**src/logic/soc_pkg.sv**
```systemverilog
// Address map and bus types for the host subsystem. Accesses move whole 64-bit words only
package soc_pkg;

  // --------------------------------------------------------------------------
  // Widths and bus types
  // --------------------------------------------------------------------------
  typedef logic [31:0] addr_t;
  typedef logic [63:0] data_t;

  typedef struct packed {
    logic  req;
    logic  we;
    addr_t addr;
    data_t wdata;
  } mem_req_t;

  typedef struct packed {
    logic  valid;
    logic  err;
    data_t rdata;
  } mem_rsp_t;

  typedef enum logic [1:0] {
    TargetRom,
    TargetClint,
    TargetL2,
    TargetNone
  } target_e;

  // --------------------------------------------------------------------------
  // Address map
  // --------------------------------------------------------------------------
  // Each window runs from base up to base plus length, end excluded
  localparam addr_t RomBase     = 32'h0001_0000;
  localparam addr_t RomLength   = 32'h0001_0000;
  localparam addr_t ClintBase   = 32'h0200_0000;
  localparam addr_t ClintLength = 32'h0000_C000;
  localparam addr_t L2Base      = 32'h1C00_0000;
  localparam addr_t L2Length    = 32'h0010_0000;

  // CLINT register offsets
  localparam addr_t MsipOffset     = 32'h0000_0000;
  localparam addr_t MtimecmpOffset = 32'h0000_4000;
  localparam addr_t MtimeOffset    = 32'h0000_BFF8;

  // --------------------------------------------------------------------------
  // Boot ROM
  // --------------------------------------------------------------------------
  localparam int unsigned RomWords = 8;
  typedef logic [$clog2(RomWords)-1:0] rom_idx_t;

  localparam data_t RomContent [RomWords] = '{
    64'h0000_0517_f140_2573,
    64'h0285_8593_0000_0597,
    64'h1c00_02b7_0000_0013,
    64'h0002_8067_0000_0013,
    64'h0000_0013_1050_0073,
    64'hffdf_f06f_0000_0013,
    // Jump target and device tree pointer
    64'h0000_0000_1c00_0000,
    64'h0000_0000_0001_0040
  };

  // Debug requests held back this many cycles after reset
  localparam int unsigned DebugDelayCycles = 500;
  typedef logic [$clog2(DebugDelayCycles+1)-1:0] dbg_cnt_t;

endpackage

```
**src/logic/addr_decoder.sv**
```systemverilog
// Purely combinational lookup. The first matching window wins and windows must not overlap
module addr_decoder (
  input  soc_pkg::addr_t   addr_i,
  output soc_pkg::target_e target_o
);

  // Half-open window check
  function automatic logic in_window(
    soc_pkg::addr_t addr,
    soc_pkg::addr_t base,
    soc_pkg::addr_t length
  );
    return (addr >= base) && (addr < base + length);
  endfunction

  logic hit_rom;
  logic hit_clint;
  logic hit_l2;

  assign hit_rom   = in_window(addr_i, soc_pkg::RomBase, soc_pkg::RomLength);
  assign hit_clint = in_window(addr_i, soc_pkg::ClintBase, soc_pkg::ClintLength);
  assign hit_l2    = in_window(addr_i, soc_pkg::L2Base, soc_pkg::L2Length);

  always_comb begin
    if (hit_rom) begin
      target_o = soc_pkg::TargetRom;
    end else if (hit_clint) begin
      target_o = soc_pkg::TargetClint;
    end else if (hit_l2) begin
      target_o = soc_pkg::TargetL2;
    end else begin
      // No rule matched
      target_o = soc_pkg::TargetNone;
    end
  end

endmodule

```
**src/logic/bus_router.sv**
```systemverilog
// Single host router. Every target must answer exactly one cycle after its request
module bus_router (
  input  logic              clk_i,
  input  logic              rst_ni,
  input  soc_pkg::mem_req_t host_req_i,
  output soc_pkg::mem_rsp_t host_rsp_o,
  output soc_pkg::mem_req_t rom_req_o,
  output soc_pkg::mem_req_t clint_req_o,
  output soc_pkg::mem_req_t l2_req_o,
  input  soc_pkg::mem_rsp_t rom_rsp_i,
  input  soc_pkg::mem_rsp_t clint_rsp_i,
  input  soc_pkg::mem_rsp_t l2_rsp_i
);

  soc_pkg::target_e target;
  soc_pkg::target_e target_q;
  logic             req_q;

  addr_decoder addr_decoder_i (
    .addr_i   ( host_req_i.addr ),
    .target_o ( target          )
  );

  // --------------------------------------------------------------------------
  // Request steering
  // --------------------------------------------------------------------------
  // Payload goes everywhere, only the decoded target sees req
  always_comb begin
    rom_req_o       = host_req_i;
    clint_req_o     = host_req_i;
    l2_req_o        = host_req_i;
    rom_req_o.req   = host_req_i.req && (target == soc_pkg::TargetRom);
    clint_req_o.req = host_req_i.req && (target == soc_pkg::TargetClint);
    l2_req_o.req    = host_req_i.req && (target == soc_pkg::TargetL2);
  end

  // Remember who owes the response next cycle
  always_ff @(posedge clk_i or negedge rst_ni) begin
    if (!rst_ni) begin
      target_q <= soc_pkg::TargetNone;
      req_q    <= 1'b0;
    end else begin
      target_q <= target;
      req_q    <= host_req_i.req;
    end
  end

  // --------------------------------------------------------------------------
  // Response selection
  // --------------------------------------------------------------------------
  always_comb begin
    host_rsp_o = '0;
    if (req_q) begin
      case (target_q)
        soc_pkg::TargetRom:   host_rsp_o = rom_rsp_i;
        soc_pkg::TargetClint: host_rsp_o = clint_rsp_i;
        soc_pkg::TargetL2:    host_rsp_o = l2_rsp_i;
        default: begin
          // Decode miss answered locally
          host_rsp_o.valid = 1'b1;
          host_rsp_o.err   = 1'b1;
        end
      endcase
    end
  end

endmodule

```
**src/logic/boot_rom.sv**
```systemverilog
// Read-only table of RomWords words. Writes are dropped and reads past the table return zero
module boot_rom (
  input  logic              clk_i,
  input  logic              rst_ni,
  input  soc_pkg::mem_req_t req_i,
  output soc_pkg::mem_rsp_t rsp_o
);

  soc_pkg::addr_t    offset;
  soc_pkg::rom_idx_t idx;
  logic              in_table;
  logic              valid_q;
  soc_pkg::data_t    rdata_q;

  assign offset   = req_i.addr - soc_pkg::RomBase;
  assign idx      = offset[3 +: $bits(soc_pkg::rom_idx_t)];
  assign in_table = offset < soc_pkg::addr_t'(soc_pkg::RomWords * 8);

  always_ff @(posedge clk_i or negedge rst_ni) begin
    if (!rst_ni) begin
      valid_q <= 1'b0;
    end else begin
      valid_q <= req_i.req;
    end
  end

  always_ff @(posedge clk_i) begin
    if (req_i.req) begin
      rdata_q <= (!req_i.we && in_table) ? soc_pkg::RomContent[idx] : '0;
    end
  end

  assign rsp_o = '{valid: valid_q, err: 1'b0, rdata: rdata_q};

endmodule

```
**src/logic/clint_timer.sv**
```systemverilog
// Single hart CLINT. rtc_i must be much slower than clk_i so that no edge is lost in sync
module clint_timer (
  input  logic              clk_i,
  input  logic              rst_ni,
  input  logic              rtc_i,
  input  soc_pkg::mem_req_t req_i,
  output soc_pkg::mem_rsp_t rsp_o,
  output logic              timer_irq_o,
  output logic              ipi_o
);

  soc_pkg::addr_t offset;
  logic           sel_msip;
  logic           sel_mtimecmp;
  logic           sel_mtime;
  logic           wr_en;
  logic           rtc_rise;
  logic [2:0]     rtc_q;
  soc_pkg::data_t rd_data;

  soc_pkg::data_t msip_q;
  soc_pkg::data_t mtimecmp_q;
  soc_pkg::data_t mtime_q;
  logic           valid_q;
  soc_pkg::data_t rdata_q;

  // --------------------------------------------------------------------------
  // Register decode
  // --------------------------------------------------------------------------
  assign offset       = req_i.addr - soc_pkg::ClintBase;
  assign sel_msip     = offset == soc_pkg::MsipOffset;
  assign sel_mtimecmp = offset == soc_pkg::MtimecmpOffset;
  assign sel_mtime    = offset == soc_pkg::MtimeOffset;
  assign wr_en        = req_i.req && req_i.we;

  always_comb begin
    rd_data = '0;
    if (sel_msip) begin
      rd_data = msip_q;
    end else if (sel_mtimecmp) begin
      rd_data = mtimecmp_q;
    end else if (sel_mtime) begin
      rd_data = mtime_q;
    end
  end

  // --------------------------------------------------------------------------
  // RTC edge detect
  // --------------------------------------------------------------------------
  // Two sync stages, third stage only remembers the last level
  assign rtc_rise = rtc_q[1] && !rtc_q[2];

  always_ff @(posedge clk_i or negedge rst_ni) begin
    if (!rst_ni) begin
      rtc_q      <= '0;
      msip_q     <= '0;
      mtimecmp_q <= '1;
      mtime_q    <= '0;
      valid_q    <= 1'b0;
    end else begin
      rtc_q   <= {rtc_q[1:0], rtc_i};
      valid_q <= req_i.req;
      if (wr_en && sel_msip) begin
        msip_q <= req_i.wdata;
      end
      if (wr_en && sel_mtimecmp) begin
        mtimecmp_q <= req_i.wdata;
      end
      // Software write beats the tick
      if (wr_en && sel_mtime) begin
        mtime_q <= req_i.wdata;
      end else if (rtc_rise) begin
        mtime_q <= mtime_q + 1'b1;
      end
    end
  end

  always_ff @(posedge clk_i) begin
    if (req_i.req) begin
      rdata_q <= req_i.we ? '0 : rd_data;
    end
  end

  assign rsp_o       = '{valid: valid_q, err: 1'b0, rdata: rdata_q};
  assign timer_irq_o = mtime_q >= mtimecmp_q;
  assign ipi_o       = msip_q[0];

endmodule

```
**src/logic/debug_req_gate.sv**
```systemverilog
// Holds debug_req_o low for DebugDelayCycles cycles after reset release so boot code runs first
module debug_req_gate (
  input  logic clk_i,
  input  logic rst_ni,
  input  logic debug_req_i,
  output logic debug_req_o
);

  soc_pkg::dbg_cnt_t cnt_q;

  // Counts down once and then sits at zero
  always_ff @(posedge clk_i or negedge rst_ni) begin
    if (!rst_ni) begin
      cnt_q <= soc_pkg::dbg_cnt_t'(soc_pkg::DebugDelayCycles);
    end else if (cnt_q != '0) begin
      cnt_q <= cnt_q - 1'b1;
    end
  end

  assign debug_req_o = (cnt_q == '0) ? debug_req_i : 1'b0;

endmodule

```
**src/logic/soc_subsystem.sv**
```systemverilog
// Host subsystem top. The external L2 port must answer one cycle after each request
module soc_subsystem (
  input  logic              clk_i,
  input  logic              rst_ni,
  input  logic              rtc_i,
  input  soc_pkg::mem_req_t host_req_i,
  output soc_pkg::mem_rsp_t host_rsp_o,
  output soc_pkg::mem_req_t l2_req_o,
  input  soc_pkg::mem_rsp_t l2_rsp_i,
  input  logic              debug_req_i,
  output logic              debug_req_o,
  output logic              timer_irq_o,
  output logic              ipi_o
);

  soc_pkg::mem_req_t rom_req;
  soc_pkg::mem_rsp_t rom_rsp;
  soc_pkg::mem_req_t clint_req;
  soc_pkg::mem_rsp_t clint_rsp;

  // --------------------------------------------------------------------------
  // Bus
  // --------------------------------------------------------------------------
  bus_router bus_router_i (
    .clk_i       ( clk_i      ),
    .rst_ni      ( rst_ni     ),
    .host_req_i  ( host_req_i ),
    .host_rsp_o  ( host_rsp_o ),
    .rom_req_o   ( rom_req    ),
    .clint_req_o ( clint_req  ),
    .l2_req_o    ( l2_req_o   ),
    .rom_rsp_i   ( rom_rsp    ),
    .clint_rsp_i ( clint_rsp  ),
    .l2_rsp_i    ( l2_rsp_i   )
  );

  // --------------------------------------------------------------------------
  // Targets
  // --------------------------------------------------------------------------
  boot_rom boot_rom_i (
    .clk_i  ( clk_i   ),
    .rst_ni ( rst_ni  ),
    .req_i  ( rom_req ),
    .rsp_o  ( rom_rsp )
  );

  clint_timer clint_timer_i (
    .clk_i       ( clk_i       ),
    .rst_ni      ( rst_ni      ),
    .rtc_i       ( rtc_i       ),
    .req_i       ( clint_req   ),
    .rsp_o       ( clint_rsp   ),
    .timer_irq_o ( timer_irq_o ),
    .ipi_o       ( ipi_o       )
  );

  // Debug halt hold-off
  debug_req_gate debug_req_gate_i (
    .clk_i       ( clk_i       ),
    .rst_ni      ( rst_ni      ),
    .debug_req_i ( debug_req_i ),
    .debug_req_o ( debug_req_o )
  );

endmodule

```
**config.mk**
```make
export PLATFORM = sky130hd
export DESIGN_NAME = soc_subsystem
export DESIGN_NICKNAME = d
export VERILOG_FILES = /design/src/logic/soc_pkg.sv /design/src/logic/addr_decoder.sv /design/src/logic/bus_router.sv /design/src/logic/boot_rom.sv /design/src/logic/clint_timer.sv /design/src/logic/debug_req_gate.sv /design/src/logic/soc_subsystem.sv
export SDC_FILE = /design/constraint.sdc
export NUM_CORES = 1
export LEC_CHECK = 0
export ABC_AREA = 1
export BUFFER_PORTS_ARGS = -buffer_cell sky130_fd_sc_hd__buf_2
export CAP_MARGIN = 15
export CORE_UTILIZATION = 35
export DETAILED_ROUTE_END_ITERATION = 10
export GPL_TIMING_DRIVEN = 1
export PLACE_DENSITY_LB_ADDON = 0.2
export SLEW_MARGIN = 20
export SYNTH_ARGS = -nofsm -noshare
export SYNTH_HDL_FRONTEND = slang
export SYNTH_SLANG_ARGS = --single-unit
export TNS_END_PERCENT = 50
```
**constraint.sdc**
```tcl
create_clock -name clk_i -period 2.1 [get_ports clk_i]
set_input_delay 0.105 -clock clk_i [delete_from_list [all_inputs] [get_ports clk_i]]
set_output_delay 0.105 -clock clk_i [all_outputs]
set_load 0.005 [all_outputs]
```
# Yosys cells after proc, flatten, opt, wreduce, memory -nomap -nowiden
# Memory sizes are Yosys's and may differ from the RTL's. A register that Yosys moved wholly into a read port is not among the register bits.
# Cells that the tools add are included.
word_totals:
  romBits: 512
  register_bits: 273
  output_inout_bits: 167
  mem_count: 1
op_classes:
  order_cmp: 8
  reduce_logical: 21
  add_sub_neg: 4
  n_bitwise: 1
  n_eq_ne: 6
  muxes: 12
mem_list:
  columns: ["name", "depth", "word_bits", "read_ports", "rd_ports_with_merged_regs", "wr", "line_no", "source"]
  rows:
  - ["(name not given)", 8, 64, 1, 1, 0, "boot_rom.sv:29", "rdata_q <= (!req_i.we && in_table) ? soc_pkg::RomContent[idx] : '0;"]
op_table:
  columns: ["operator", "n"]
  rows:
  - ["2-to-1 mux 64 bit", 5]
  - ["case mux 64 bit (3 select lines)", 1]
  - ["2-to-1 mux 66 bit", 1]
  - ["adder 64 x 1 -> 64 bit (second input constant)", 1]
  - ["greater-or-equal comparator 64 bit", 1]
  - ["equality test 32 x 15 -> 1 bit (second input constant)", 1]
  - ["equality test 32 x 16 -> 1 bit (second input constant)", 1]
  - ["greater-or-equal comparator 32 x 17 -> 1 bit (second input constant)", 1]
  - ["greater-or-equal comparator 32 x 26 -> 1 bit (second input constant)", 1]
  - ["greater-or-equal comparator 32 x 29 -> 1 bit (second input constant)", 1]
  - ["logical NOT 32 bit", 1]
  - ["< comparator 32 x 18 -> 1 bit (second input constant)", 1]
  - ["< comparator 32 x 26 -> 1 bit (second input constant)", 1]
  - ["< comparator 32 x 29 -> 1 bit (second input constant)", 1]
  - ["< comparator 32 x 7 -> 1 bit (second input constant)", 1]
  - ["subtractor 32 x 17 -> 32 bit (second input constant)", 1]
  - ["subtractor 32 x 26 -> 32 bit (second input constant)", 1]
  - ["logical AND 1 bit", 12]
  - ["logical NOT 9 bit", 1]
  - ["nonzero test 9 bit", 1]
  - ["subtractor 9 x 1 -> 9 bit (second input constant)", 1]
  - ["case mux 2 bit (3 select lines)", 1]
  - ["equality test 2 x 1 -> 1 bit (second input constant)", 2]
  - ["equality test 2 bit (second input constant)", 2]
  - ["6 further kinds", 11]

# Longest topological paths before layout
depth:
  word_depth: 10
  ltp_mapped: 15
  depth_no_buf: 14

# Modules after synthesis
# A second synthesis with hierarchy kept.
unflattened:
  cells_unflattened: 3243
  area_unflattened_um2: 22893.2
by_module_without_submodules:
  columns: ["module", "instances", "seq_area_each_um2", "area_each_um2", "cells_per_inst"]
  rows:
  - ["clint_timer", 1, 6906.6, 16256.8, 2205]
  - ["bus_router", 1, 77.6, 4347.9, 742]
  - ["boot_rom", 1, 625.6, 1619.1, 188]
  - ["debug_req_gate", 1, 232.7, 508.0, 68]
  - ["addr_decoder", 1, 0.0, 161.4, 40]

# Least setup slack after synthesis
# No wires, ideal clock.
synth_path:
  path_kind: "in2reg"
  start: "input host_req_i[67] (netlist bit)"
  end: "register clint_timer_i.rdata_q[0], enable pin"
  arrival_time_ps: 2123
  path_buffers: 0
  t_required_ps: 1681
  cell_stages: 8
  setup_slack_ps: -442
  cell_sequence: "inv_1 ha_1 nand4_1 nor2_1 nand2_1 nand2_2 nand3_1 inv_1"
synth_lines:
  columns: ["element", "line_no", "source"]
  rows:
  - ["start: declaration", "soc_subsystem.sv:6", "input soc_pkg::mem_req_t host_req_i,"]
  - ["end signal: assignment", "clint_timer.sv:80", "rdata_q <= req_i.we ? '0 : rd_data;"]
  - ["end: declaration", "clint_timer.sv:25", "soc_pkg::data_t rdata_q;"]

# Worst setup path in the final report
layout_path:
  start: "register clint_timer_i.mtimecmp_q[62]"
  end: "output timer_irq_o"
layout_via:
  elab_chain_len: 1
layout_lines:
  columns: ["element", "line_no", "source"]
  rows:
  - ["start: declaration", "clint_timer.sv:22", "soc_pkg::data_t mtimecmp_q;"]
  - ["start signal: assignment", "clint_timer.sv:67", "mtimecmp_q <= req_i.wdata;"]
  - ["greater-or-equal comparator 64 bit", "clint_timer.sv:85", "assign timer_irq_o = mtime_q >= mtimecmp_q;"]
  - ["end: declaration", "soc_subsystem.sv:12", "output logic timer_irq_o,"]
# No other way between the ends.

==> flow_metrics.env <==
export IMPL_cp_common_cell="and3_4"
export IMPL_maxSlewViolCount=0
export IMPL_worst_pin_slew_ns=0.765
export IMPL_cts_tree="done"
export IMPL_clkTransAtPathRegs_ns=0.06
export IMPL_portBuffers=334
export IMPL_clk_latency_ns=0.55
export IMPL_hold_class="primary input to flip-flop"
export IMPL_critPathSlowestCell="dfstp_2"
export IMPL_fmax_mhz=373
export IMPL_cts_path_max_buffers=3
export IMPL_fp_dieW_um=245
export IMPL_powerDensity_nw_per_um2=490
export IMPL_htree_levels=2
export IMPL_grt_start_max_net_pins=119
export IMPL_critPathArrivalTime_ns=2.57
export IMPL_setup_viol=41
export IMPL_period_share_pct=128
export IMPL_synth_nets=3133
export IMPL_numClockSinks=293
export IMPL_synth_top_cell_area_share_pct=16.5
export IMPL_die_area_um2=60200
export IMPL_layout_nets=3667
export IMPL_yosysSeqAreaShare_pct=37.9
export IMPL_status="complete, but fails checks"
export IMPL_post_route_cell_area_um2=28300
export IMPL_layout_min_cycle_time_ns=2.68
export IMPL_synth_area_per_cell_um2=7.17
export IMPL_dr_total_vias=21200
export IMPL_worstSetupPathType="flip-flop to primary output"
export IMPL_start_util_pct=35.6
export IMPL_drc=0
export IMPL_numCtsBuffers=37
export IMPL_fillers=5794
export IMPL_gp_congestion=0.949
export IMPL_placed_area_um2=24500
export IMPL_clock_root_buffer="clkbuf_16"
export IMPL_async_reset_ff_share_pct=71.3
export IMPL_coreArea_um2=58100
export IMPL_synth_area_um2=20700
export IMPL_dp_hpwl_mm=59.2
export IMPL_rows=88
export IMPL_grt_total_usage_pct=26.2
export IMPL_routedWlPerCell_um=18.9
export IMPL_crit_path_max_fanout=3
export IMPL_cap_violations=0
export IMPL_rsz0062_at_grt="true"
export IMPL_synth_edf_count=84
export IMPL_slowest_delay_ns=0.54
export IMPL_yosys_top_cells_area="dfrtp_1 17%, nand2_1 13%, edfxtp_1 12%"
export IMPL_place_ws_ns=-0.583
export IMPL_ys_seq_elements=293
export IMPL_drt_iter0_drc=1326
export IMPL_avgViaCountPerCell=5.03
export IMPL_relSlewSlack_pct=48.9
export IMPL_synth_ff_type="dfrtp_1"
export IMPL_path_cells="inv_1 -> ha_1 -> nand2_1 -> inv_2 -> nand3_1 -> nor3_2 -> buf_4 -> and3_4 -> and3_4 -> nand2_2 -> nand3_4 -> buf_6"
export IMPL_fin_setup_tns_ns=-2.00
export IMPL_area_delta_synth_final_pct=36.5
export IMPL_die_y_um=245
export IMPL_finalWirelength_mm=79.7
export IMPL_overflow=0
export IMPL_yosys_area_top_type="dfrtp_1"
export IMPL_violations="setup timing"
export IMPL_drtPass1Iterations=5
export IMPL_required_ns=2.00
export IMPL_antenna_found_initial=1
export IMPL_drtAntennaViolNets=0
export IMPL_syn_inst=2889
export IMPL_hold_slack_ns=0.0330
export IMPL_yosysUniqueCellTypes=42
export IMPL_power_leakage_nw=14.2
export IMPL_setup_slack_ns=-0.578
export IMPL_critPathLaunchType="flip-flop"
export IMPL_pin_count=335
export IMPL_crit_path_end_kind="primary output"
export IMPL_peakVddDrop_mv=0.423
export IMPL_grt_pass1_vias=20800
export IMPL_fin_skew_ns=0.0116
export IMPL_final_hold_viol_count=0
export IMPL_ys_warnings_count=0
export IMPL_grt_pass1_wl_mm=121
export IMPL_drive_gt1_share_pct=32.9
## final cells by class
cell class / count / area (um^2) / area share (%)
Multi-Input combinational cell: 1949 / 11100 / 39.3
Clock inverter: 13 / 135 / 0.478
Sequential cell: 293 / 7850 / 27.8
Antenna cell: 1 / 2.50 / 0.00885
Timing Repair Buffer: 729 / 5570 / 19.7
Clock buffer: 55 / 1090 / 3.84
Tap cell: 765 / 957 / 3.38
Inverter: 413 / 1560 / 5.51
## path summary, 6_finish.rpt
check	depth (start not counted)	slack [ns]	end	start
min in group asynchronous	2	0.11	clint_timer_i.mtime_q[33]	rst_ni
min	3	0.03	boot_rom_i.rdata_q[16]	host_req_i[69]
min reg2reg	0	0.35	clint_timer_i.rtc_q[1]	clint_timer_i.rtc_q[0]
max in group asynchronous	3	1.26	clint_timer_i.mtimecmp_q[53]	rst_ni
max reg2reg	12	0.07	clint_timer_i.mtime_q[53]	clint_timer_i.mtime_q[18]
max	12	-0.58	timer_irq_o	clint_timer_i.mtimecmp_q[62]
## metrics by stage
step / power, mW / instances / utilization [%]
2_1_floorplan: 6.70 / 2889 / -
3_3_place_gp: 7.41 / 4049 / 42.2
3_5_place_dp: 7.42 / 4049 / 42.2
4_1_cts: 14.0 / 4221 / 48.0
5_1_grt: 14.4 / 4217 / 48.7
6_report: 13.9 / 4218 / 48.7
## synthesized netlist by cell type, types with 3 or more instances
master      n
dfstp_2    72
o21ai_2    58
inv_2       7
or2_2       6
buf_1      24
nor2_2     10
xor2_1     22
o21ai_0    25
o21ai_1    71
a21oi_1    68
clkbuf_1   40
a21boi_0    3
o211ai_1    3
edfxtp_1   84
dfrtp_1   137
nand3_1   466
nand4_1    65
buf_6      22
buf_4     106
buf_2      42
nand3b_1   64
inv_1     405
nor3_1     41
nand2_1   690
o21a_1      3
nor2_1    250
ha_1       76
xnor2_1     7
nand2_2     5
## cell usage in the layout, fill, tap and decap left out, drive strengths merged, types with 2 or more instances in the layout
cell and n:
nand2 696, buf 658, nand3 467, inv 412
nor2 262, o21ai 154, dfrtp 137, edfxtp 84
ha 76, dfstp 72, dlygate4sd3 68, a21oi 68
nand4 66, nand3b 64, clkbuf 58, nor3 43
xor2 22, clkinv 9, xnor2 7, or2 7
a21boi 3, clkinvlp 3, o21a 3, o211ai 3
nor4 3, and3 2, bufinv 2
## flip-flops by register name, summed over array words and instances (netlist names)
signal / flops
clint_timer_i.mtime_q: 64
boot_rom_i.valid_q: 1
debug_req_gate_i.cnt_q: 9
bus_router_i.req_q: 1
clint_timer_i.rdata_q: 64
clint_timer_i.rtc_q: 3
bus_router_i.target_q: 2
boot_rom_i.rdata_q: 20
clint_timer_i.msip_q: 64
clint_timer_i.valid_q: 1
clint_timer_i.mtimecmp_q: 64
## critical path, delay by kind of cell, from the launching register on
| family | cells | cell delay (ns) |
|---|---|---|
| adder cells (fa/ha/maj) | 1 | 0.26 |
| flip-flops | 1 | 0.54 |
| AND/OR/NAND/NOR | 7 | 0.86 |
| buffers and inverters | 4 | 0.35 |
## logic make-up after synthesis
logic type,synth area share [%]
flops,37.9
compound gates,6.87
buf+inv,14.7
simple gates,34.8
fa+ha+maj,4.59
xor+xnor,1.23
## layer usage
metal  track usage (%)  vias to the layer above  part of all wire (%)
met4              8.60                        0                   3.1
met3              4.06                      110                   5.5
met2              44.4                      619                    48
met1              34.0                    10100                    43
li1                  -                    10300                     -
met5                 0                        -                     0
## where the power goes
| group | internal, mW | total, mW | switching [mW] |
|---|---|---|---|
| registers | 5.90 | 5.96 | 0.0568 |
| clock network | 3.86 | 6.39 | 2.54 |
| logic | 0.623 | 1.52 | 0.894 |
| total | 10.4 | 13.9 | 3.49 |
## what timing repair did
item	4_1_cts	5_1_grt
pin swaps	53	22
setup buffers	23	4
endpoints found under the setup margin	66	106
resized for setup	217	155
hold buffers	68	0
gates cloned	14	2
endpoints found under the hold margin	344	0
Power figures use the tool's default switching activity.
